## src/common/fetch_settings.svh

```systemverilog
// fetch front end settings: history width, return stack depth and reset pc
`ifndef FETCH_SETTINGS_SVH
`define FETCH_SETTINGS_SVH

// global history bits, also the counter table index width (1024 counters)
`define FETCH_GHR_BITS 10

// return stack entries, pointer is 4 bits wide
`define FETCH_RAS_DEPTH 16

// first fetch address out of reset
`define FETCH_RESET_PC 32'h0000_1000

`endif

```

## src/common/predecode_if.sv

```systemverilog
// predecode results bus from the decode step to the return stack and pc selection
`timescale 1ns/1ps

interface predecode_if;

    logic        branch;        // conditional branch
    logic        jump;          // JAL
    logic        jalr;
    logic        push;          // ras push hint
    logic        pop;           // ras pop hint
    logic [31:0] branch_target; // pc + B imm
    logic [31:0] jal_target;    // pc + J imm

    // driver side
    modport pd (
        output branch, jump, jalr, push, pop, branch_target, jal_target
    );

    // return stack only cares about the hints
    modport pred (
        input push, pop
    );

    // pc selection sees everything
    modport sel (
        input branch, jump, jalr, push, pop, branch_target, jal_target
    );

endinterface

```

## src/fetch/return_stack.sv

```systemverilog
// return address stack: circular, push/pop/replace from predecode hints, restore on redirect
`timescale 1ns/1ps
`include "fetch_settings.svh"

module return_stack (
    input  logic        clk,
    input  logic        arst_n,
    predecode_if.pred   iface,
    input  logic [31:0] pc,
    input  logic        stall,
    input  logic        redirect,          // mispredict from backend
    input  logic [3:0]  redirect_ras_ptr,  // pointer checkpoint to go back to
    output logic [31:0] top_pc,
    output logic [3:0]  ptr
);

    logic [31:0] stack [`FETCH_RAS_DEPTH];
    logic [31:0] ret_addr;
    logic [3:0]  ptr_inc;

    assign ret_addr = pc + 32'd4;   // link value of the current call
    assign ptr_inc  = ptr + 4'd1;   // wraps, oldest entry gets overwritten
    assign top_pc   = stack[ptr];

    always_ff @(posedge clk or negedge arst_n) begin
        if (!arst_n) begin
            ptr <= '0;
            for (int i = 0; i < `FETCH_RAS_DEPTH; i++) begin
                stack[i] <= '0;
            end
        end else if (redirect) begin
            ptr <= redirect_ras_ptr; // wrong path hints are dropped
        end else if (!stall) begin
            case ({iface.push, iface.pop})
                2'b10: begin
                    ptr          <= ptr_inc;
                    stack[ptr_inc] <= ret_addr;
                end
                2'b01: ptr <= ptr - 4'd1;
                2'b11: stack[ptr] <= ret_addr; // replace top, ptr stays
                default: ;
            endcase
        end
    end

endmodule

```

## src/flat_wrapper.sv

```systemverilog
// flat-port wrapper written by rule: the top's interface ports become plain ports
module return_stack_flat 
  (clk, arst_n, pc, stall, redirect, redirect_ras_ptr, top_pc, ptr, iface_push, iface_pop);
  predecode_if iface_i ();
  input  logic clk;
  input  logic arst_n;
  input  logic [31:0] pc;
  input  logic stall;
  input  logic redirect;
  input  logic [3:0] redirect_ras_ptr;
  output logic [31:0] top_pc;
  output logic [3:0] ptr;
  input wire logic [$bits(iface_i.push)-1:0] iface_push;
  input wire logic [$bits(iface_i.pop)-1:0] iface_pop;
  assign iface_i.push = iface_push;
  assign iface_i.pop = iface_pop;
  return_stack u_core (.clk(clk), .arst_n(arst_n), .iface(iface_i), .pc(pc), .stall(stall), .redirect(redirect), .redirect_ras_ptr(redirect_ras_ptr), .top_pc(top_pc), .ptr(ptr));
endmodule
```

## config.mk

```make
export PLATFORM = sky130hd
export DESIGN_NAME = return_stack_flat
export DESIGN_NICKNAME = d
export VERILOG_FILES = /design/src/common/predecode_if.sv /design/src/fetch/return_stack.sv /design/src/flat_wrapper.sv
export VERILOG_INCLUDE_DIRS = /design/src /design/src/common
export SDC_FILE = /design/constraint.sdc
export NUM_CORES = 1
export LEC_CHECK = 0
export BUFFER_PORTS_ARGS = -buffer_cell sky130_fd_sc_hd__clkbuf_2
export CORE_MARGIN = 4
export CORE_UTILIZATION = 30
export CTS_CLUSTER_SIZE = 28
export DETAILED_ROUTE_END_ITERATION = 8
export RECOVER_POWER = 25
export SKIP_CTS_REPAIR_TIMING = 1
export SLEW_MARGIN = 0
export SYNTH_ARGS = -nofsm -noshare
export SYNTH_HDL_FRONTEND = slang
export SYNTH_SLANG_ARGS = --single-unit
```

## constraint.sdc

```tcl
create_clock -name clk -period 3.35 [get_ports clk]
set_input_delay 1.005 -clock clk [delete_from_list [all_inputs] [get_ports clk]]
set_output_delay 1.005 -clock clk [all_outputs]
set_load 0.01 [all_outputs]
```

### Word level (Yosys, flattened, before mapping)

Cells that the tools add are included.

| storage, ports and cells | value |
|---|---|
| register bits after elaboration | 516 |
| logic and storage cells | 51 |
| output and inout bits | 36 |
| input bits | 42 |

| cells by class | value |
|---|---|
| equality and inequality tests | 4 |
| bitwise gates (word level) | 4 |
| reduce and logical (&&, ||, !) cells | 6 |
| $lt $le $gt $ge | 4 |
| add/subtract/negate cells | 3 |
| mux-type cells | 13 |

Operators with widths:

| kind | number |
|---|---|
| $bwmux 512 | 2 |
| $pmux 512 s2 | 1 |
| $demux 32 s4 | 2 |
| $bmux 32 s4 | 1 |
| $mux 32 | 4 |
| $add 32x3->32 const B | 1 |
| $ge 5x5->1 const B | 2 |
| $lt 5x1->1 const B | 2 |
| $not 4->5 | 2 |
| $mux 4 | 2 |
| $pmux 4 s2 | 1 |
| $add 4x1->4 const B | 1 |
| $eq 2x2->1 const B | 2 |
| $sub 4x1->4 const B | 1 |
| $reduce_and 3->1 | 1 |
| $reduce_bool 3->1 | 1 |
| $eq 2x1->1 const B | 1 |
| $logic_and 1x1->1 | 2 |
| $ne 2x1->1 const B | 1 |
| $not 1->1 | 2 |
| $reduce_and 2->1 | 1 |
| $reduce_bool 2->1 | 1 |

### Logic depth before layout (Yosys ltp)

| depth | value |
|---|---|
| depth in word-level cells | 8 |
| depth in mapped cells | 12 |
| depth with buffers taken out | 7 |

### Worst setup path after synthesis

Ideal clock, no wire load.

| timing path | value |
|---|---|
| path type | register -> output |
| from | reg u_core.ptr[1] |
| to | out top_pc[14] |
| buffers on the path | 3 |
| data required time | 2,345 ps |
| arrival time | 2,145 ps |
| path slack | 200 ps |
| cell stages (with the launch flop) | 6 |
| cell sequence | dfrtp_1 -> buf_2 -> buf_1 -> buf_1 -> mux4_2 -> mux4_2 |

| between the ends | value |
|---|---|
| cells in the longest elaborated chain, start to end | 4 |

Ends and longest elaborated chain:

| item | line | source |
|---|---|---|
| start: declaration | return_stack.sv:14 | `output logic [3:0] ptr` |
| start signal: assignment | return_stack.sv:32 | `ptr <= redirect_ras_ptr;` |
| start signal: assignment | return_stack.sv:36 | `ptr <= ptr_inc;` |
| start signal: assignment | return_stack.sv:39 | `2'b01: ptr <= ptr - 4'd1;` |
| $not 4->5 (implied by the code) | return_stack.sv:23 | `assign top_pc = stack[ptr];` |
| $bmux 32 s4 | return_stack.sv:23 |  |
| $mux 32 (implied by the code) (2 in series) | return_stack.sv:23 |  |
| end: declaration | flat_wrapper.sv:11 | `output logic [31:0] top_pc;` |

Every way passes these cells. The select of a mux whose other input is x is not followed.

### Worst setup path after layout

| timing path | value |
|---|---|
| from | reg u_core.ptr[0] |
| to | out top_pc[2] |

The elaborated chain is that of the path after synthesis.

==> flow_metrics.py <==
metrics = {
    "clock_tree": {
        "clk_pin_slew_ps": 70,
        "cts.sinks": 516,
        "cts_made_buffers": 53,
        "clock_latency_ps": 610,
        "cts_tree": "yes",
        "htreeDepth": 2,
        "root_buffer": "clkbuf_16",
        "clockBufferDepth": 3,
    },
    "sta": {
        "relSlewSlack": -0.333,
        "skew_ps": 17.1,
        "finalSetupViolCount": 32,
        "hold_slack_ps": 480,
        "slew_violations": 70,
        "final.setup.worst_slack_ps": -367,
        "fin_crit_ps": 3720,
        "finalHoldViolCount": 0,
        "worst_pin_slew_ps": 2000,
        "fmax_mhz": 269,
        "final.period_utilization": 1.11,
        "rsz0062_at_grt": "yes",
    },
    "synth": {
        "syn_inst": 2010,
        "async_flop_share": 1.00,
        "synth_top_flop_cell": "dfrtp_1",
        "synth-warning-count": 0,
        "ys_seq_area_frac": 0.549,
        "syn_avg_cell_area_sq_um": 11.7,
        "syn-cell-area_sq_um": 23500,
        "synth_nets": 2060,
        "ys_ff_latch": 516,
        "synth_edf_count": 0,
        "yosysUniqueCellTypes": 54,
    },
    "placed_design": {
        "dp_slack_ps": 212,
        "placedCellCount": 3048,
        "placed_cell_area_sq_um": 25700,
        "dp_hpwl_mm": 40.2,
        "place_congestion": 0.803,
        "port_buffers": 77,
    },
    "setup_path": {
        "cpPeakStageDelay_ps": 560,
        "critPathCaptureType": "primary output",
        "crit_top_cell": "buf_12",
        "path_delay_family": "multiplexers",
        "crit_slowest_cell": "mux4_2",
        "critPathKind": "reg -> out",
        "start_kind": "flop",
        "cp_cell_sequence": "buf_12 > buf_12 > buf_12 > mux4_2 > mux4_2 > clkbuf_2",
        "crit_required_ps": 2340,
        "crit_buf_inv": 4,
        "crit_fanout": 12,
        "cp.arrival_ps": 2710,
    },
    "hold_path": {
        "hp-class": "reg -> reg",
    },
    "detailed_routing": {
        "drtPass1Iterations": 5,
        "drtIter0Drc": 1400,
        "remaining_drc_errors": 0,
        "routedWlPerCell_microns": 20.5,
        "via_count": 16200,
        "viasPerCell": 5.11,
        "ant_nets": 0,
        "routed_wl_mm": 65.1,
    },
    "pwr": {
        "vdd_drop_max_mv": 0.443,
        "power_uw": 22500,
        "power.leakage_uw": 0.0118,
        "power.density_nw_per_um2": 807,
    },
    "global_route": {
        "grt_pass1_wl_mm": 100,
        "grtUsageTotal": 0.156,
        "grt_pass1_vias": 16700,
        "antenna_found_initial": 15,
        "grt_overflow_total": 0,
        "grt_max_degree": 73,
    },
    "finish": {
        "final_common_cell": "dfrtp_1",
        "final_area_sq_um": 27800,
        "area_growth_pct": 18.4,
        "drive_gt1_frac": 0.251,
        "final_cell_mix": "dfrtp_1, nor2_1, a21oi_1",
        "final_nets": 2130,
        "final_cells": 3176,
    },
    "floorplanning": {
        "initial_core_util": 0.303,
        "ios": 78,
        "die_x_microns": 288,
        "rows": 102,
        "dieArea_sq_um": 82900,
        "core_sq_um": 77600,
        "die_h_microns": 288,
    },
    "status": {
        "violations": "max-capacitance violations, max-slew violations, negative setup slack",
        "status": "finished, violations left",
    },
    "run": {
        "cap_viol_max_count": 1,
    },
}
## metal layers
| layer | wire length [microns] | vias up | part of all wire | global-route usage |
|---|---|---|---|---|
| li1 | - | 7293 | - | - |
| met4 | 1280 | 8 | 0.020 | 0.0398 |
| met5 | 57 | - | 0.00088 | 0 |
| met1 | 27800 | 8286 | 0.43 | 0.219 |
| met2 | 30000 | 541 | 0.46 | 0.241 |
| met3 | 6010 | 102 | 0.092 | 0.0424 |
## where the power goes
group	leakage, uW	internal, uW	switching (uW)	total [uW]
logic	0.00433	3210	2640	5860
registers	0.00652	8690	1350	10000
clock network	0.000947	3940	2630	6570
## worst min-delay path, stage by stage, from the launching register on
cell and delay [ps]:
dfrtp_1 340, nand2_1 50, o21ai_0 60
## metrics by stage
stage,setup TNS (ps),util
6_report,-9770,0.359
5_1_grt,-12430,0.358
3_3_place_gp,0,0.331
4_1_cts,-12630,0.356
2_1_floorplan,0,-
3_5_place_dp,0,0.331
## cells in the mapped netlist (5+ instances only)
cell,instances,area share
dfrtp_1,516,0.55
nor2_1,447,0.071
a21oi_1,442,0.094
mux4_2,160,0.15
buf_2,90,0.019
mux2_2,47,0.023
nand2_1,43,0.0069
clkbuf_1,37,0.0059
buf_4,35,0.011
o21ai_0,32,0.0068
nand4_1,18,0.0048
xor2_1,16,0.0060
xnor2_1,14,0.0052
nand3_1,10,0.0021
a21oi_2,9,0.0034
buf_1,9,0.0014
ha_1,8,0.0043
a211oi_4,7,0.0060
inv_1,6,0.00096
and3_1,5,0.0013
## cell families after synthesis
group,after synthesis,share of synthesized area
AO/OA/AOI/OAI,515,0.120
XOR/XNOR,31,0.0119
adder cells (fa/ha/maj),8,0.00426
buffers and inverters,182,0.0407
flip-flops,516,0.549
multiplexers,209,0.177
AND/OR/NAND/NOR,549,0.0971
## final cells by class
class	count	area (sq um)
antenna	11	27.5
clock buffer	62	1430
clock inverter	38	533
fill	7565	49800
inverter	7	26.3
multi-input combinational	1312	9700
sequential	516	12900
tap	1040	1300
timing repair buffer	190	1890
## sequential cells by signal, summed over array words and instances, names as in the netlist
name	flops
u_core.stack	512
u_core.ptr	4
## final timing paths
check                                  start                end  slack [ps]  cells after the start
max                            u_core.ptr[0]          top_pc[2]        -370                      6
min                        u_core.stack[260]  u_core.stack[260]         480                      2
max reg2reg                    u_core.ptr[0]  u_core.stack[216]         260                     10
min reg2reg                u_core.stack[260]  u_core.stack[260]         480                      2
max in group asynchronous             arst_n      u_core.ptr[1]         350                      2
min in group asynchronous             arst_n  u_core.stack[137]         970                      1
Power figures use the tool's default switching activity.
