`src/common/fetch_settings.svh`:
```
// fetch front end settings: history width, return stack depth and reset pc
`ifndef FETCH_SETTINGS_SVH
`define FETCH_SETTINGS_SVH

// global history bits, also the counter table index width (1024 counters)
`define FETCH_GHR_BITS 10

// return stack entries, pointer is 4 bits wide
`define FETCH_RAS_DEPTH 16

// first fetch address out of reset
`define FETCH_RESET_PC 32'h0000_1000

`endif

```
`src/common/fetch_pkg.sv`:
```
// fetch types: control opcodes, the B/J instruction union and the grouped fetch output
package fetch_pkg;

    // control-flow opcodes seen by predecode
    typedef enum logic [6:0] {
        OPC_BRANCH = 7'b1100011,
        OPC_JAL    = 7'b1101111,
        OPC_JALR   = 7'b1100111
    } opcode_e;

    // B-type layout, rs1 is also the JALR base register
    typedef struct packed {
        logic        imm12;    // sign bit
        logic [5:0]  imm10_5;
        logic [4:0]  rs2;
        logic [4:0]  rs1;
        logic [2:0]  funct3;
        logic [3:0]  imm4_1;
        logic        imm11;
        opcode_e     opcode;
    } b_view_t;

    // J-type layout, rd is shared with I-type (JALR)
    typedef struct packed {
        logic        imm20;    // sign bit
        logic [9:0]  imm10_1;
        logic        imm11;
        logic [7:0]  imm19_12;
        logic [4:0]  rd;
        opcode_e     opcode;
    } j_view_t;

    // one fetched word, decoded both ways
    typedef union packed {
        b_view_t b;
        j_view_t j;
    } instr_u;

    // what fetch hands on per cycle
    typedef struct packed {
        logic [31:0] pc;
        logic [31:0] instr;
        logic        pred_taken; // jump, or branch predicted taken
        logic        branch;
        logic        jump;
        logic [3:0]  ras_ptr;    // stack pointer before this instruction
        logic [31:0] next_pc;
    } fetch_out_t;

endpackage

```
`src/common/predecode_if.sv`:
```
// predecode results bus from the decode step to the return stack and pc selection
`timescale 1ns/1ps

interface predecode_if;

    logic        branch;        // conditional branch
    logic        jump;          // JAL
    logic        jalr;
    logic        push;          // ras push hint
    logic        pop;           // ras pop hint
    logic [31:0] branch_target; // pc + B imm
    logic [31:0] jal_target;    // pc + J imm

    // driver side
    modport pd (
        output branch, jump, jalr, push, pop, branch_target, jal_target
    );

    // return stack only cares about the hints
    modport pred (
        input push, pop
    );

    // pc selection sees everything
    modport sel (
        input branch, jump, jalr, push, pop, branch_target, jal_target
    );

endinterface

```
`src/fetch/predecode.sv`:
```
// predecode: classifies control instructions, builds B/J targets and ras push/pop hints
`timescale 1ns/1ps

module predecode (
    predecode_if.pd          iface,
    input  logic [31:0]      pc,
    input  fetch_pkg::instr_u instr
);

    logic [31:0] b_imm;
    logic [31:0] j_imm;
    logic [4:0]  rd;
    logic [4:0]  rs1;
    logic        rd_link;   // rd is x1 or x5
    logic        rs1_link;  // rs1 is x1 or x5

    // opcode sits in the same place in both views
    assign iface.branch = (instr.b.opcode == fetch_pkg::OPC_BRANCH);
    assign iface.jump   = (instr.j.opcode == fetch_pkg::OPC_JAL);
    assign iface.jalr   = (instr.b.opcode == fetch_pkg::OPC_JALR);

    // immediates rebuilt from the scattered fields, sign extended
    assign b_imm = {{19{instr.b.imm12}}, instr.b.imm12, instr.b.imm11,
                    instr.b.imm10_5, instr.b.imm4_1, 1'b0};
    assign j_imm = {{11{instr.j.imm20}}, instr.j.imm20, instr.j.imm19_12,
                    instr.j.imm11, instr.j.imm10_1, 1'b0};

    assign iface.branch_target = pc + b_imm;
    assign iface.jal_target    = pc + j_imm;

    assign rd       = instr.j.rd;
    assign rs1      = instr.b.rs1;
    assign rd_link  = (rd == 5'd1) || (rd == 5'd5);
    assign rs1_link = (rs1 == 5'd1) || (rs1 == 5'd5);

    // link register hint table from the RISC-V spec
    always_comb begin
        iface.push = 1'b0;
        iface.pop  = 1'b0;
        if (iface.jump) begin
            iface.push = rd_link; // call
        end else if (iface.jalr) begin
            iface.push = rd_link;
            if (!rd_link && rs1_link) begin
                iface.pop = 1'b1; // plain return
            end else if (rd_link && rs1_link && (rd != rs1)) begin
                iface.pop = 1'b1; // coroutine swap, pop then push
            end
        end
    end

endmodule

```
`src/flat_wrapper.sv`:
```
// flat-port wrapper written by rule: the top's interface ports become plain ports
module predecode_flat 
  (pc, instr, iface_branch, iface_jump, iface_jalr, iface_push, iface_pop, iface_branch_target, iface_jal_target);
  predecode_if iface_i ();
  input  logic [31:0] pc;
  input  fetch_pkg::instr_u instr;
  output wire logic [$bits(iface_i.branch)-1:0] iface_branch;
  output wire logic [$bits(iface_i.jump)-1:0] iface_jump;
  output wire logic [$bits(iface_i.jalr)-1:0] iface_jalr;
  output wire logic [$bits(iface_i.push)-1:0] iface_push;
  output wire logic [$bits(iface_i.pop)-1:0] iface_pop;
  output wire logic [$bits(iface_i.branch_target)-1:0] iface_branch_target;
  output wire logic [$bits(iface_i.jal_target)-1:0] iface_jal_target;
  assign iface_branch = iface_i.branch;
  assign iface_jump = iface_i.jump;
  assign iface_jalr = iface_i.jalr;
  assign iface_push = iface_i.push;
  assign iface_pop = iface_i.pop;
  assign iface_branch_target = iface_i.branch_target;
  assign iface_jal_target = iface_i.jal_target;
  predecode u_core (.iface(iface_i), .pc(pc), .instr(instr));
endmodule
```
`config.mk`:
```
export PLATFORM = sky130hd
export DESIGN_NAME = predecode_flat
export DESIGN_NICKNAME = d
export VERILOG_FILES = /design/src/common/fetch_settings.svh /design/src/common/fetch_pkg.sv /design/src/common/predecode_if.sv /design/src/fetch/predecode.sv /design/src/flat_wrapper.sv
export SDC_FILE = /design/constraint.sdc
export NUM_CORES = 1
export LEC_CHECK = 0
export ABC_AREA = 1
export BUFFER_PORTS_ARGS = -buffer_cell sky130_fd_sc_hd__buf_2
export CAP_MARGIN = 0
export CORE_MARGIN = 2
export CORE_UTILIZATION = 50
export DETAILED_ROUTE_END_ITERATION = 7
export PLACE_DENSITY = 0.8
export RECOVER_POWER = 100
export SLEW_MARGIN = 20
export SYNTH_ARGS = -nofsm -noshare
export SYNTH_HDL_FRONTEND = slang
export SYNTH_SLANG_ARGS = --single-unit
```
`constraint.sdc`:
```
create_clock -name vclk -period 5.6
set_clock_uncertainty 0.2 [all_clocks]
set_input_delay 0.56 -clock vclk [all_inputs]
set_output_delay 0.56 -clock vclk [all_outputs]
set_load 0.1 [all_outputs]
```
# After elaboration in Yosys (flattened, before gate mapping)
# Cells that the tools add are included.
# totals
out_inout_bits,69
regBits,0
in_bits,64
# classes
n_addsub,2
n_reduce_logical,6
mux,6
n_eq_ne,8
# ops
operator,n
$add A32 B32 Y32,2
$eq A7 B7 Y1 const B,3
$eq A5 B1 Y1 const B,2
$eq A5 B3 Y1 const B,2
$mux W1,6
$ne A5 B5 Y1,1
$logic_and A1 B1 Y1,3
$logic_or A1 B1 Y1,2
$logic_not A1 Y1,1

# Longest topological paths before layout
# depth
ltp_word,8
ltp_mapped,12
ltp_nobuf,12

# Worst setup path after synthesis
# Ideal clock, no wire load.
# synth_timing
path_kind,input to output
from,in instr[6] (netlist name)
to,out iface_pop
required_ns,4.840
setup_slack_ns,1.165
path_buffers,0
cell_stages,4
arrival_ns,3.675
path_cell_list,nand2_1 nor2_1 nand2_1 nor4_1
# synth_between
elab_chain_len,3
elab_cells_between_ends,4
classes_between,eq/ne (2); mux (2)
# synth_rtl
element,line_no,rtl
from (decl),flat_wrapper.sv:6,input fetch_pkg::instr_u instr;
$eq A7 B7 Y1,predecode.sv:20,assign iface.jalr = (instr.b.opcode == fetch_pkg::OPC_JALR);
$mux W1,predecode.sv:42,end else if (iface.jalr) begin
$mux W1 *,predecode.sv:40,if (iface.jump) begin
to (decl),flat_wrapper.sv:11,output wire logic [$bits(iface_i.pop)-1:0] iface_pop;
# Every way passes the cells marked *; elsewhere a longest branch is shown, timed or not.

# Worst setup path in the final report
# layout_timing
from,in pc[1]
to,out iface_jal_target[21]
# layout_between
elab_chain_len,1
# layout_rtl
element,line_no,rtl
from (decl),flat_wrapper.sv:5,input logic [31:0] pc;
$add A32 B32 Y32,predecode.sv:29,assign iface.jal_target = pc + j_imm;
to (decl),flat_wrapper.sv:13,output wire logic [$bits(iface_i.jal_target)-1:0] iface_jal_target;
# Every way passes these cells.

==> impl_metrics.yaml <==
finish:
  commonest_cells_after_routing_fill_and_taps_aside: "sky130_fd_sc_hd__nand2_1 (365), sky130_fd_sc_hd__inv_1 (155), sky130_fd_sc_hd__nor2_1 (74)"
  mostFrequentLayoutCell: "sky130_fd_sc_hd__nand2_1"
  number_of_non_filler_instances_in_the_completed_layout: 1027
  p_r_area_growth_vs_syn_pct: 17.36
  seq_cells: 0
  clock_buffer_count: 0
  post_route_cells_drive_above_1_share_pct: 8.082
  num-nets-final: 1039
  n_antenna_cell: 0
  register_area_sq_um: 0
setup_path:
  worst_path_most_repeated_cell: "sky130_fd_sc_hd__nand2_1"
  cpLargestDelayFamily: "buffers and inverters"
  critical-path-slowest-cell: "sky130_fd_sc_hd__clkbuf_1"
  worst_setup_path_end_kind: "output port"
  critPathMaxStageDelay_ps: 870
  worst-path-buf-inv: 2
  cp_cell_sequence: "buf_2 -> ha_1 -> fa_1 -> nand3_1 -> nand3_1 -> nand2_1 -> nand2_1 -> nand2_1 -> nand2_1 -> nand2_1 -> nand3_1 -> nand2_1 -> clkbuf_1"
  cp-start-kind: "input pin"
  cp_max_fo: 4
  crit_arrival_ps: 3200
  ws_path_type: "in -> out"
  timing.critical_path.required_ps: 4840
synth:
  number_of_instances_in_the_synthesized_netlist: 803
  synthesis.nets: 912
  synth_cell_types: 21
  ys_seq_area_share_pct: 0
  area_of_the_mapped_netlist_sq_um: 3806
  synthesis.yosys.warnings: 0
  syn_avg_cell_area_sq_um: 4.740
sta:
  fin_setup_tns_ps: 0
  finalWorstPathRequiredPeriod_ps: 3960
  worst_slew_margin_rel_pct: 20.81
  clock.fmax_mhz: 252.5
  period_share_pct: 70.72
  timing_max_transition_violations_final: 0
  setup_viol: 0
  worst_slew_pin_slew_ps: 1193
  grt_setup_unrepaired: "false"
  hold_viol_final: 0
power_and_ir_drop:
  power.clock.fraction_pct: 0
  internal-power_mw: 0.1847
  power_switching_mw: 0.9785
  power.density_nw_per_um2: 260.4
  power.share.switching_pct: 84.12
  p_comb_share_pct: 100.0
  peakVddDrop_v: 0.0001983
  leakage_nw: 2.906
  power_frac_seq_pct: 0
global_route:
  gr-usage-all-layers_pct: 28.43
  wire_length_of_the_first_global_routing_pass_mm: 19.84
  grt-ovfl-total: 0
  number_of_antenna_violations_at_the_first_check_in_global_routing: 0
  number_of_global_route_vias_before_repair: 4534
  grt_start_max_net_pins: 21
detailed_routing:
  drtPass1Iterations: 5
  wire_per_inst_um: 11.90
  detail_route.iter0.violations: 332
  wirelength_mm: 12.22
  drt-vias-per-instance: 4.965
  detail-route-antenna-nets: 0
  via_count: 5099
  post-route-drc-count: 0
placed_design:
  dp.cells: 1027
  gp_congestion: 0.9782
  place.port_buffers: 130
  place_hpwl_mm: 10.88
worst_hold_path:
  whs_endpoint: "iface_branch_target[0]"
  timing.hold.worst.start: "pc[0]"
  hold_path_class: "in -> out"
  worstHoldPathCells: 0
clock_tree:
  hold_buffers: 0
  postCtsResizedCells: 0
  post_cts.repair.setup_buffers: 0
die:
  core_sq_um: 7331
  die-area_sq_um: 8327
  floorplan.rows: 31
  floorplan.initialDensity_pct: 51.92
  die_height_um: 91.25
  io-pin-count: 133
  die_outline_width_um: 91.25
job:
  cap_viol_max_count: 0
run_status:
  outcome: "finished clean"
[cells in the mapped netlist]
library cell / instances / area share [%]
sky130_fd_sc_hd__a21oi_1: 31 / 4.1
sky130_fd_sc_hd__nand2_2: 8 / 1.3
sky130_fd_sc_hd__o21bai_1: 5 / 0.99
sky130_fd_sc_hd__nand2_1: 365 / 36
sky130_fd_sc_hd__o211ai_1: 1 / 0.20
sky130_fd_sc_hd__buf_4: 2 / 0.39
sky130_fd_sc_hd__nand3_1: 55 / 7.2
sky130_fd_sc_hd__nor4_1: 2 / 0.33
sky130_fd_sc_hd__xor2_1: 31 / 7.1
sky130_fd_sc_hd__xnor2_1: 1 / 0.23
sky130_fd_sc_hd__fa_1: 2 / 1.1
sky130_fd_sc_hd__inv_2: 2 / 0.20
sky130_fd_sc_hd__nor2_4: 2 / 0.59
sky130_fd_sc_hd__inv_1: 155 / 15
sky130_fd_sc_hd__nor3b_1: 1 / 0.20
sky130_fd_sc_hd__nand4_1: 8 / 1.3
sky130_fd_sc_hd__buf_2: 3 / 0.39
sky130_fd_sc_hd__nor2_1: 74 / 7.3
sky130_fd_sc_hd__nor3_1: 11 / 1.4
sky130_fd_sc_hd__a21o_1: 1 / 0.20
sky130_fd_sc_hd__ha_1: 43 / 14
[logic make-up (layout without fill, tap and decap cells)]
kind of cell / count (synthesis) / after routing / share of synthesized area [%]
AOI/OAI and AO/OA: 38 / 38 / 5.457
xor gates and xnor gates: 32 / 32 / 7.364
adders and majority gates: 45 / 45 / 15.19
buffers and inverters: 162 / 287 / 16.27
and+or+nand+nor: 526 / 526 / 55.72
[per-stage QoR]
step                      utilization (%)  hold slack, ps  setup WS (ps)  area (sq um)  power (mW)
after floorplan                         -            1132           1165          3806      0.9924
final                               60.93           920.4           1640          4467       1.163
after detailed placement            62.08           921.1           2133          4551       1.178
after global placement              62.08           921.1           2120          4551       1.175
after global routing                60.93           920.9           1429          4467       1.228
after CTS                           62.08           921.1           2124          4551       1.181
[power groups by stage]
stage | Sequential (mW) | Combinational, mW | Clock (mW)
after detailed placement | 0 | 1.18 | 0
final | 0 | 1.16 | 0
after global placement | 0 | 1.18 | 0
after global routing | 0 | 1.23 | 0
after floorplan | 0 | 0.992 | 0
after CTS | 0 | 1.18 | 0
[metal layers]
| layer | global-route usage [%] | wire, um | up-vias |
|---|---|---|---|
| met1 | 38.41 | 5524 | 2168 |
| met4 | 6.187 | 338 | 0 |
| met2 | 48.64 | 5396 | 209 |
| met5 | 0 | 0 | - |
| met3 | 2.988 | 965 | 36 |
| li1 | - | - | 2686 |
[final cells by class]
cell class                      count  area (sq um)
Fill cell                         813          2864
Inverter                          157         589.3
Multi-Input combinational cell    641          3187
Tap cell                           99         123.9
Timing Repair Buffer              130         566.8
[worst max path at each step]
stage	from	end	slack, ps	cells after the start
2_1_floorplan	instr[6]	iface_pop	1160	4
3_3_place_gp	pc[1]	iface_branch_target[21]	2120	13
3_5_place_dp	pc[1]	iface_jal_target[21]	2130	13
4_1_cts	instr[31]	iface_branch_target[24]	2120	11
5_1_grt	instr[31]	iface_jal_target[24]	1430	11
6_report	pc[1]	iface_jal_target[21]	1640	13
No activity file was read; power rests on OpenSTA's default activity.
