<file path="config.mk">
export PLATFORM = sky130hd
export DESIGN_NAME = next_pc_select_flat
export DESIGN_NICKNAME = d
export VERILOG_FILES = /design/src/common/predecode_if.sv /design/src/fetch/next_pc_select.sv /design/src/flat_wrapper.sv
export VERILOG_INCLUDE_DIRS = /design/src /design/src/common
export SDC_FILE = /design/constraint.sdc
export NUM_CORES = 1
export LEC_CHECK = 0
export ABC_AREA = 1
export BUFFER_PORTS_ARGS = -buffer_cell sky130_fd_sc_hd__buf_2
export CAP_MARGIN = 25
export CORE_ASPECT_RATIO = 1.5
export CORE_MARGIN = 2
export CORE_UTILIZATION = 41
export CTS_CLUSTER_DIAMETER = 60
export DETAILED_ROUTE_END_ITERATION = 10
export PLACE_DENSITY = 0.8
export SLEW_MARGIN = 20
export SYNTH_ARGS = -nofsm -noshare
export SYNTH_HDL_FRONTEND = slang
export SYNTH_SLANG_ARGS = --single-unit
export TNS_END_PERCENT = 20
</file>
<file path="constraint.sdc">
create_clock -name clk -period 2.4 [get_ports clk]
set_input_delay 0.12 -clock clk [delete_from_list [all_inputs] [get_ports clk]]
set_output_delay 0.12 -clock clk [all_outputs]
set_load 0.02 [all_outputs]
</file>
<file path="src/common/fetch_settings.svh">
// fetch front end settings: history width, return stack depth and reset pc
`ifndef FETCH_SETTINGS_SVH
`define FETCH_SETTINGS_SVH

// global history bits, also the counter table index width (1024 counters)
`define FETCH_GHR_BITS 10

// return stack entries, pointer is 4 bits wide
`define FETCH_RAS_DEPTH 16

// first fetch address out of reset
`define FETCH_RESET_PC 32'h0000_1000

`endif

</file>
<file path="src/common/predecode_if.sv">
// predecode results bus from the decode step to the return stack and pc selection
`timescale 1ns/1ps

interface predecode_if;

    logic        branch;        // conditional branch
    logic        jump;          // JAL
    logic        jalr;
    logic        push;          // ras push hint
    logic        pop;           // ras pop hint
    logic [31:0] branch_target; // pc + B imm
    logic [31:0] jal_target;    // pc + J imm

    // driver side
    modport pd (
        output branch, jump, jalr, push, pop, branch_target, jal_target
    );

    // return stack only cares about the hints
    modport pred (
        input push, pop
    );

    // pc selection sees everything
    modport sel (
        input branch, jump, jalr, push, pop, branch_target, jal_target
    );

endinterface

</file>
<file path="src/fetch/next_pc_select.sv">
// pc register and next-pc priority mux: redirect, jal, taken branch, return, sequential
`timescale 1ns/1ps
`include "fetch_settings.svh"

module next_pc_select (
    input  logic        clk,
    input  logic        arst_n,
    predecode_if.sel    iface,
    input  logic        prediction,   // gshare counter msb
    input  logic [31:0] top_pc,       // return stack top
    input  logic        stall,
    input  logic        redirect,
    input  logic [31:0] redirect_pc,
    output logic [31:0] pc,
    output logic [31:0] next_pc,
    output logic        pred_taken
);

    logic [31:0] seq_pc;

    assign seq_pc     = pc + 32'd4;
    assign pred_taken = iface.jump | (iface.branch & prediction); // jal always taken

    // priority order, redirect wins
    always_comb begin
        if (redirect) begin
            next_pc = redirect_pc;
        end else if (iface.jump) begin
            next_pc = iface.jal_target;
        end else if (iface.branch && prediction) begin
            next_pc = iface.branch_target;
        end else if (iface.jalr && iface.pop) begin
            next_pc = top_pc; // predicted return
        end else begin
            next_pc = seq_pc;
        end
    end

    // stall freezes pc unless the backend redirects
    always_ff @(posedge clk or negedge arst_n) begin
        if (!arst_n) begin
            pc <= `FETCH_RESET_PC;
        end else if (redirect || !stall) begin
            pc <= next_pc;
        end
    end

    // no compressed support, every fetch is word aligned
    pc_aligned : assert property (
        @(posedge clk) disable iff (!arst_n) pc[1:0] == 2'b00
    ) else $error("pc misaligned: %h", pc);

endmodule

</file>
<file path="src/flat_wrapper.sv">
// flat-port wrapper written by rule: the top's interface ports become plain ports
module next_pc_select_flat 
  (clk, arst_n, prediction, top_pc, stall, redirect, redirect_pc, pc, next_pc, pred_taken, iface_branch, iface_jump, iface_jalr, iface_push, iface_pop, iface_branch_target, iface_jal_target);
  predecode_if iface_i ();
  input  logic clk;
  input  logic arst_n;
  input  logic prediction;
  input  logic [31:0] top_pc;
  input  logic stall;
  input  logic redirect;
  input  logic [31:0] redirect_pc;
  output logic [31:0] pc;
  output logic [31:0] next_pc;
  output logic pred_taken;
  input wire logic [$bits(iface_i.branch)-1:0] iface_branch;
  input wire logic [$bits(iface_i.jump)-1:0] iface_jump;
  input wire logic [$bits(iface_i.jalr)-1:0] iface_jalr;
  input wire logic [$bits(iface_i.push)-1:0] iface_push;
  input wire logic [$bits(iface_i.pop)-1:0] iface_pop;
  input wire logic [$bits(iface_i.branch_target)-1:0] iface_branch_target;
  input wire logic [$bits(iface_i.jal_target)-1:0] iface_jal_target;
  assign iface_i.branch = iface_branch;
  assign iface_i.jump = iface_jump;
  assign iface_i.jalr = iface_jalr;
  assign iface_i.push = iface_push;
  assign iface_i.pop = iface_pop;
  assign iface_i.branch_target = iface_branch_target;
  assign iface_i.jal_target = iface_jal_target;
  next_pc_select u_core (.clk(clk), .arst_n(arst_n), .iface(iface_i), .prediction(prediction), .top_pc(top_pc), .stall(stall), .redirect(redirect), .redirect_pc(redirect_pc), .pc(pc), .next_pc(next_pc), .pred_taken(pred_taken));
endmodule
</file>
After elaboration in Yosys (flattened, before gate mapping)
Cells that the tools add are included.
{"block": "totals", "regBits": 32, "inputBits": 138, "out_inout_bits": 65, "elab_cells": 12}
{"block": "op_classes", "addsub": 1, "muxes": 4, "bitwise": 2, "reduce_logical": 4}
{"op": "$mux 32", "count": 4}
{"op": "$add 32x3->32 const B", "count": 1}
{"op": "$logic_and 1x1->1", "count": 2}
{"op": "$and 1x1->1", "count": 1}
{"op": "$logic_not 1->1", "count": 1}
{"op": "$logic_or 1x1->1", "count": 1}
{"op": "$or 1x1->1", "count": 1}

Logic depth before layout (Yosys ltp)
Gate-level depths: netlist (run 1).
{"block": "depth", "ltp_word": 5, "ltp_mapped": 14, "ltp_nobuf": 14}

Least setup slack after synthesis (run 1)
Ideal clock, no wire load.
{"block": "synth_path", "kind": "register to output", "startpoint": "register u_core.pc[3]", "endpoint": "output port next_pc[26]", "arrival_ns": 1.776, "required_time_ns": 2.280, "path_slack_ns": 0.504, "stages_incl_launch_ff": 10, "path_buffers": 0, "path_cell_list": "dfrtp_1 -> ha_1 -> nand2_1 -> nor2_4 -> nand2_4 -> nor2_4 -> nand2_1 -> o21ai_1 -> nand2_1 -> a21boi_1"}
{"block": "synth_via", "elab_chain_len": 5}
{"element": "start: declaration", "line_no": "next_pc_select.sv:14", "text": "output logic [31:0] pc,"}
{"element": "start signal: assignment", "line_no": "next_pc_select.sv:42", "text": "pc <= `FETCH_RESET_PC;"}
{"element": "start signal: assignment", "line_no": "next_pc_select.sv:44", "text": "pc <= next_pc;"}
{"element": "$add 32x3->32", "line_no": "next_pc_select.sv:21", "text": "assign seq_pc = pc + 32'd4;"}
{"element": "$mux 32", "line_no": "next_pc_select.sv:32", "text": "end else if (iface.jalr && iface.pop) begin"}
{"element": "$mux 32", "line_no": "next_pc_select.sv:30", "text": "end else if (iface.branch && prediction) begin"}
{"element": "$mux 32", "line_no": "next_pc_select.sv:28", "text": "end else if (iface.jump) begin"}
{"element": "$mux 32", "line_no": "next_pc_select.sv:26", "text": "if (redirect) begin"}
{"element": "end: declaration", "line_no": "flat_wrapper.sv:13", "text": "output logic [31:0] next_pc;"}
No other way between the ends.

Final worst setup path (run 1)
{"block": "layout_path", "startpoint": "register u_core.pc[12]", "endpoint": "output port next_pc[31]"}
The elaborated chain is that of the path after synthesis.

==> results of run 1 <==
==> worst max-delay path, delay by kind of cell (launching register included) <==
kind                   cells  cell delay [ps]
AND/OR/NAND/NOR           11             1050
flip-flops                 1              590
buffers and inverters      1              160
==> per-stage QoR <==
stage | total power [W] | std cells
6_report | 0.00229 | 985
5_1_grt | 0.00243 | 985
4_1_cts | 0.00230 | 983
3_5_place_dp | 0.00164 | 974
3_3_place_gp | 0.00163 | 974
2_1_floorplan | 0.00126 | 687
==> synth_stat cells (5+ instances only) <==
cell | n | area share [%]
nand2_1 | 319 | 34
nor2_1 | 139 | 15
inv_1 | 47 | 5.0
nand3_1 | 44 | 6.2
dfrtp_1 | 31 | 22
o21ai_0 | 22 | 3.1
clkbuf_1 | 19 | 2.0
buf_2 | 9 | 1.3
a21oi_1 | 7 | 0.98
nor2_4 | 5 | 1.6
o211ai_1 | 5 | 1.1
o21ai_1 | 5 | 0.70
==> metal layers <==
| metal | vias up | wire (µm) |
|---|---|---|
| met4 | 2 | 340 |
| li1 | 2496 | - |
| met1 | 2139 | 5010 |
| met5 | - | 16 |
| met3 | 29 | 900 |
| met2 | 182 | 6950 |
==> worst max-delay path by stage <==
| stage | endpoint | depth (start not counted) | from | slack, ps |
|---|---|---|---|---|
| global placement | next_pc[28] | 13 | u_core.pc[3]$_DFFE_PN0P_ | 460 |
| floorplan | next_pc[26] | 9 | u_core.pc[3]$_DFFE_PN0P_ | 500 |
| finish | next_pc[31] | 12 | u_core.pc[12]$_DFFE_PN1P_ | 170 |
| detailed placement | next_pc[28] | 13 | u_core.pc[2]$_DFFE_PN0P_ | 430 |
| global route | next_pc[24] | 12 | u_core.pc[12]$_DFFE_PN1P_ | 1 |
| CTS | next_pc[28] | 13 | u_core.pc[2]$_DFFE_PN0P_ | 120 |
==> repair_timing <==
action	in CTS	in global routing
endpoints found under the hold margin	31	0
hold buffers	1	0
resized for setup	0	4
buffers inserted	0	2
setup endpoints to repair	0	5
==> cells by family after synthesis <==
| group | after synthesis | share of synthesized area [%] |
|---|---|---|
| and+or+nand+nor | 520 | 59.0 |
| DFF | 32 | 22.5 |
| buffers and inverters | 79 | 8.65 |
| AOI/OAI and AO/OA | 49 | 7.95 |
| adders and majority gates | 1 | 0.352 |
| xor gates and xnor gates | 6 | 1.48 |
==> power by group through the flow <==
| stage | Clock, W | Sequential, W | Combinational [W] |
|---|---|---|---|
| floorplan | 0 | 0.000773 | 0.000489 |
| global placement | 0 | 0.000722 | 0.000908 |
| detailed placement | 0 | 0.000724 | 0.000917 |
| CTS | 0.000659 | 0.000716 | 0.000923 |
| global route | 0.000671 | 0.000728 | 0.00103 |
| finish | 0.000651 | 0.000718 | 0.000923 |
==> layout make-up <==
type / count / area share, %
Clock inverter: 2 / 0.207
Sequential cell: 32 / 16.6
Multi-Input combinational cell: 576 / 50.8
Tap cell: 107 / 2.77
Inverter: 49 / 3.80
Timing Repair Buffer: 213 / 23.0
Clock buffer: 6 / 2.87
==> impl_results.md, run 1 <==
* P per Cell Area at roughly 470 nW/µm²
* Number of top-level pins at roughly 200
* # rows at 41
* Grt met1 use at 30.5%
* Largest net degree at the start of global routing at 52
* CTS tree: done
* VDD IR max at ~0.23 mV
* Reg area at about 800 µm²
* Final Util at 57.5%
* H-tree lvl count at 2
* Clk sinks at 32
* Hold path cells at 3
* Clock share of power at between 20% and 30%
* Slack of the critical path at 169 ps
* Post-synthesis async set-or-reset flop share at between 90% and 100%
* Setup TNS at 0 ps
* Max Slew Vio Count at 0
* GR peak layer: met2
* Peak Freq at 448 MHz
* Dpl cell area at approximately 4700 µm²
* Routed wire per std cell at approximately 13 µm
* Critical Path End Type: output port
* Global-route wire length before repair at 21.0 mm
* Initial antenna violation count at 1
* Sequential-to-total area share from yosys stat at 22.5%
* Logic gate share of total power at 40.3%
* Synth Cell Area at 3560 µm²
* Fin nets at about 1,000
* Hold Path Class: input port to flip-flop
* Syn Inst Count at 687
* Number of flip-flops in the largest register at 32
* Final hold vios at 0
* End of the worst hold path: u_core.pc[4]$_DFFE_PN0P_
* Worst-path maximum fanout at 7
* Syn nets at 826
* WP data arrival at about 2100 ps
* Cell repeated most along the worst path: nand2_1
* Initial Utilization at roughly 42%
* DR vias at 4,848
* Cell Int Power at 0.00136 W
* N_diodes at 0
* Place WS at 431 ps
* Met3 Usage GRT at 5.06%
* DRC at 0
* Final setup violation count at 0
* Die area at 9460 µm²
* P_sw at 0.000937 W
* Capture point of the worst reg-to-reg path: u_core.pc[24]$_DFFE_PN0P_
* Layout Skew at 5.49 ps
* Leading cell type in the layout, fill and taps excluded: nand2_1
* HPWL after detailed placement at around 10 mm
* Reg2reg start: u_core.pc[12]$_DFFE_PN1P_
* Final min period at 2230 ps
* Crit path launch type: flip-flop
* Crit share post-route at 93.0%
* Commonest cells after routing, fill and taps aside: nand2_1, buf_2, nor2_1
* Layout cells sized above 1 at 27.8%
* Post-synth EDFFs at 0
* Lkg Pwr at ~2.8 nW
* CP cell instances: nand2_1, nor2_1, nand2_1, nor2_8, nand2_1, nand2_1, nand3_1, nand2_1, nand2_1, nand2_1, nand2_1, buf_2
* Status: complete, no violations
* Avg Inst Size Synth at 5.18 µm²
* WHS at 122 ps
* FF+latch count, synth at 32
* GPL Wtd Cong at 0.896
* Hold_sp: redirect_pc[4]
* Req. time, crit path at 2280 ps
* Core Area at between 8000 and 9000 µm²
* Slew @ Worst Pin at 803 ps
* Rel. slew slack at between 40% and 50%
* Final wirelength at 13.2 mm
* Total CTS buffers at 5
* PortBufs at between 200 and 250
* Multi-input logic area at 2460 µm²
* GRT Total Usage at 27.9%
* Worst R2R Setup Slack at about 510 ps
* Max-cap violation count at 0
* Reg2Reg Depth at 13
* Initial DRC Count at 268
* Crit Path Category: flip-flop to output port
* CTS root buffer: clkbuf_16
* Biggest registers after layout: u_core.pc: 32 flops
* Area Growth Syn to Fin at 36.0%
* Reg clk slew, reported paths at approximately 60 ps
* Worst path max stage delay at 590 ps
* Die W at 80.1 µm
* ANT nets after route at 0
* Die H at 118 µm
* Slowest CP cell: dfstp_2
* Synth warnings at 0
* Reg power frac at 31.3%
* Sw frac at 40.9%
* Vias per Instance at about 4.9
* Primary FF master, synth: dfrtp_1
* Reg with most FFs: u_core.pc
* RSZ-0062 raised after global routing: false
* Clk Latency, worst-skew pair at 280 ps
* Count of different cell masters after synthesis at 28
* M2 GR Usage at 51.6%
* Vias in the first global route at 4,541
* Grt total ovfl at 0
* CTS max path bufs at 2
* Detailed Routing Iterations Pass 1 at 4
* Fillers at 908
* Design area at between 4000 and 5000 µm²
(Power assumes the default switching activity.)
==> run 2: changes to the inputs <==
- CORE_UTILIZATION: 41 -> 49
- PLACE_DENSITY: 0.8 -> 0.93
==> impl_results.md, run 2 (same netlist as run 1, synthesis figures left out) <==
* Critical Path End Type: output port
* Clk sinks at 32 (unchanged)
* DRC at 0 (unchanged)
* Total CTS buffers at 5 (unchanged)
* Commonest cells after routing, fill and taps aside: nand2_1, buf_2, nor2_1
* Leading cell type in the layout, fill and taps excluded: nand2_1
* Max Slew Vio Count at 0 (unchanged)
* Initial antenna violation count at 0 (-1)
* Hold path cells at 3 (unchanged)
* End of the critical path: next_pc[25]
* Final wirelength at 12.9 mm (-2.6%)
* Die W at 73.6 µm (-8.1%)
* Area Growth Syn to Fin at 33.2%
* Max-cap violation count at 0 (unchanged)
* H-tree lvl count at 2 (unchanged)
* Place WS at 449 ps (+17.9 ps)
* Die area at 7970 µm² (-16%)
* Initial Utilization at 49.9% (+7.6 points)
* Crit path launch type: flip-flop
* Biggest registers after layout: u_core.pc: 32 flops
* Capture point of the worst reg-to-reg path: u_core.pc[25]$_DFFE_PN0P_
* P per Cell Area at 456 nW/µm² (-3.7%)
* Lkg Pwr at 2.79 nW (-1.4%)
* Reg clk slew, reported paths at 70 ps (about the same)
* Number of flip-flops in the largest register at 32 (unchanged)
* Rel. slew slack at 45.0% (-1.4 points)
* Initial DRC Count at 323 (+21%)
* Layout Skew at 6.63 ps (+1.14 ps)
* Detailed Routing Iterations Pass 1 at 5 (+1)
* Final min period at 2240 ps (+5.50 ps)
* Largest net degree at the start of global routing at 52 (unchanged)
* Hold Path Class: input port to flip-flop
* # rows at 38 (-7.3%)
* Req. time, crit path at 2280 ps (about the same)
* GPL Wtd Cong at 0.883 (-1.5%)
* Reg with most FFs: u_core.pc
* Clk Latency, worst-skew pair at 290 ps (about the same)
* Design area at 4740 µm² (-2.1%)
* Layout cells sized above 1 at 27.6% (-0.16 points)
* Reg2reg start: u_core.pc[12]$_DFFE_PN1P_
* Post-CTS Setup Inserts at 0 (unchanged)
* Fin nets at 1,014 (-0.20%)
* Worst R2R Setup Slack at 500 ps (about the same)
* Reg area at 805 µm² (+0.16%)
* Crit Path Category: flip-flop to output port
* Routed wire per std cell at 13.5 µm (+0.33%)
* HPWL after detailed placement at 9.95 mm (-1.4%)
* Critical path launch point: u_core.pc[12]$_DFFE_PN1P_
* Crit share post-route at 93.2% (+0.23 points)
* Grt total ovfl at 0 (unchanged)
* Setup TNS at 0 ps (unchanged)
* Dpl cell area at 4610 µm² (-0.99%)
* Vias in the first global route at 4,578 (+0.81%)
* Vias per Instance at 5.22 (+6.0%)
* CTS tree: done
* Final hold vios at 0 (unchanged)
* VDD IR max at 0.296 mV (+26%)
* GRT Total Usage at 32.0% (+4.0 points)
* Slack of the critical path at 163 ps (-5.50 ps)
* N_diodes at 0 (unchanged)
* PortBufs at 201 (unchanged)
* Number of top-level pins at 203 (unchanged)
* Core Area at 7130 µm² (-15%)
* Multi-input logic area at 2460 µm² (unchanged)
* WP data arrival at 2120 ps (about the same)
* Die H at 108 µm (-8.2%)
* Reg2Reg Depth at 13 (unchanged)
* ANT nets after route at 0 (unchanged)
* RSZ-0062 raised after global routing: false
* Slew @ Worst Pin at 824 ps (+21.0 ps)
* Final Util at 66.4% (+8.9 points)
* Global-route wire length before repair at 20.2 mm (-3.5%)
* Peak Freq at 447 MHz (-0.25%)
* DR vias at 4,989 (+2.9%)
* CTS max path bufs at 2 (unchanged)
* Status: complete, no violations
* Fillers at 724 (-20%)
* CTS root buffer: clkbuf_8
* Worst-path maximum fanout at 5 (-2)
* Final setup violation count at 0 (unchanged)
## run 2: cell types whose count changed in the layout (fill, tap and decap cells not counted)
cell,before,now
nor2_2,4,5
buf_12,1,0
dfrtp_1,30,29
clkbuf_16,5,0
clkbuf_8,1,5
buf_4,10,9
bufinv_16,0,1
clkinv_2,2,1
clkbuf_1,0,1
nand2_2,5,4
dfrtp_2,1,2
nand2_1,317,318
nor2_1,138,137
## run 2: cell type report
type	count	share of cell area (%)
repair buffers	211	22.9
clock inverters	2	0.739
inverters	49	3.88
well taps	80	2.11
multi-input cells	576	51.9
clock buffers	6	1.53
flip-flops and latches	32	17.0
## run 2: worst min-delay path by stage
stage                         startpoint                  endpoint
after floorplan                   arst_n  u_core.pc[0]$_DFFE_PN0P_
after global placement            arst_n  u_core.pc[8]$_DFFE_PN0P_
after detailed placement          arst_n  u_core.pc[8]$_DFFE_PN0P_
after CTS                 redirect_pc[7]  u_core.pc[7]$_DFFE_PN0P_
after global routing      redirect_pc[7]  u_core.pc[7]$_DFFE_PN0P_
final                     redirect_pc[7]  u_core.pc[7]$_DFFE_PN0P_
## run 2: where the power goes
part | internal [W] | switching (W)
Clock | 0.000308 | 0.000214
Combinational | 0.000335 | 0.000588
Sequential | 0.000606 | 0.000109
Total | 0.00125 | 0.000912
## run 2: metrics by stage
step / instances / hold slack (ps) / total power, W
3_5_place_dp: 947 / 225 / 0.00163
6_report: 956 / 121 / 0.00216
4_1_cts: 956 / 118 / 0.00216
5_1_grt: 956 / 132 / 0.00230
3_3_place_gp: 947 / 212 / 0.00162
2_1_floorplan: 687 / -176 / 0.00126
## run 2: metal layers
metal,vias to the layer above,global-route usage (%),part of all wire (%)
met5,-,0,0
met1,2243,35.2,38
met2,218,59.1,52
met4,0,14.5,3.9
li1,2484,-,-
met3,44,3.91,6.0
## run 2: critical path: stages, from the launching register on
cell,delay (ps)
dfstp_2,600
nand2_1,100
nor2_1,170
nand2_1,130
nor2_4,160
nand2_1,70
nand2_1,60
nand3_1,120
nand2_1,100
nand2_1,50
nand2_1,50
nand2_1,60
buf_2,160
## run 2: repair_timing
action,CTS,global route
hold buffers,1,0
endpoints found under the setup margin,0,4
resized for setup,0,5
endpoints found under the hold margin,31,0
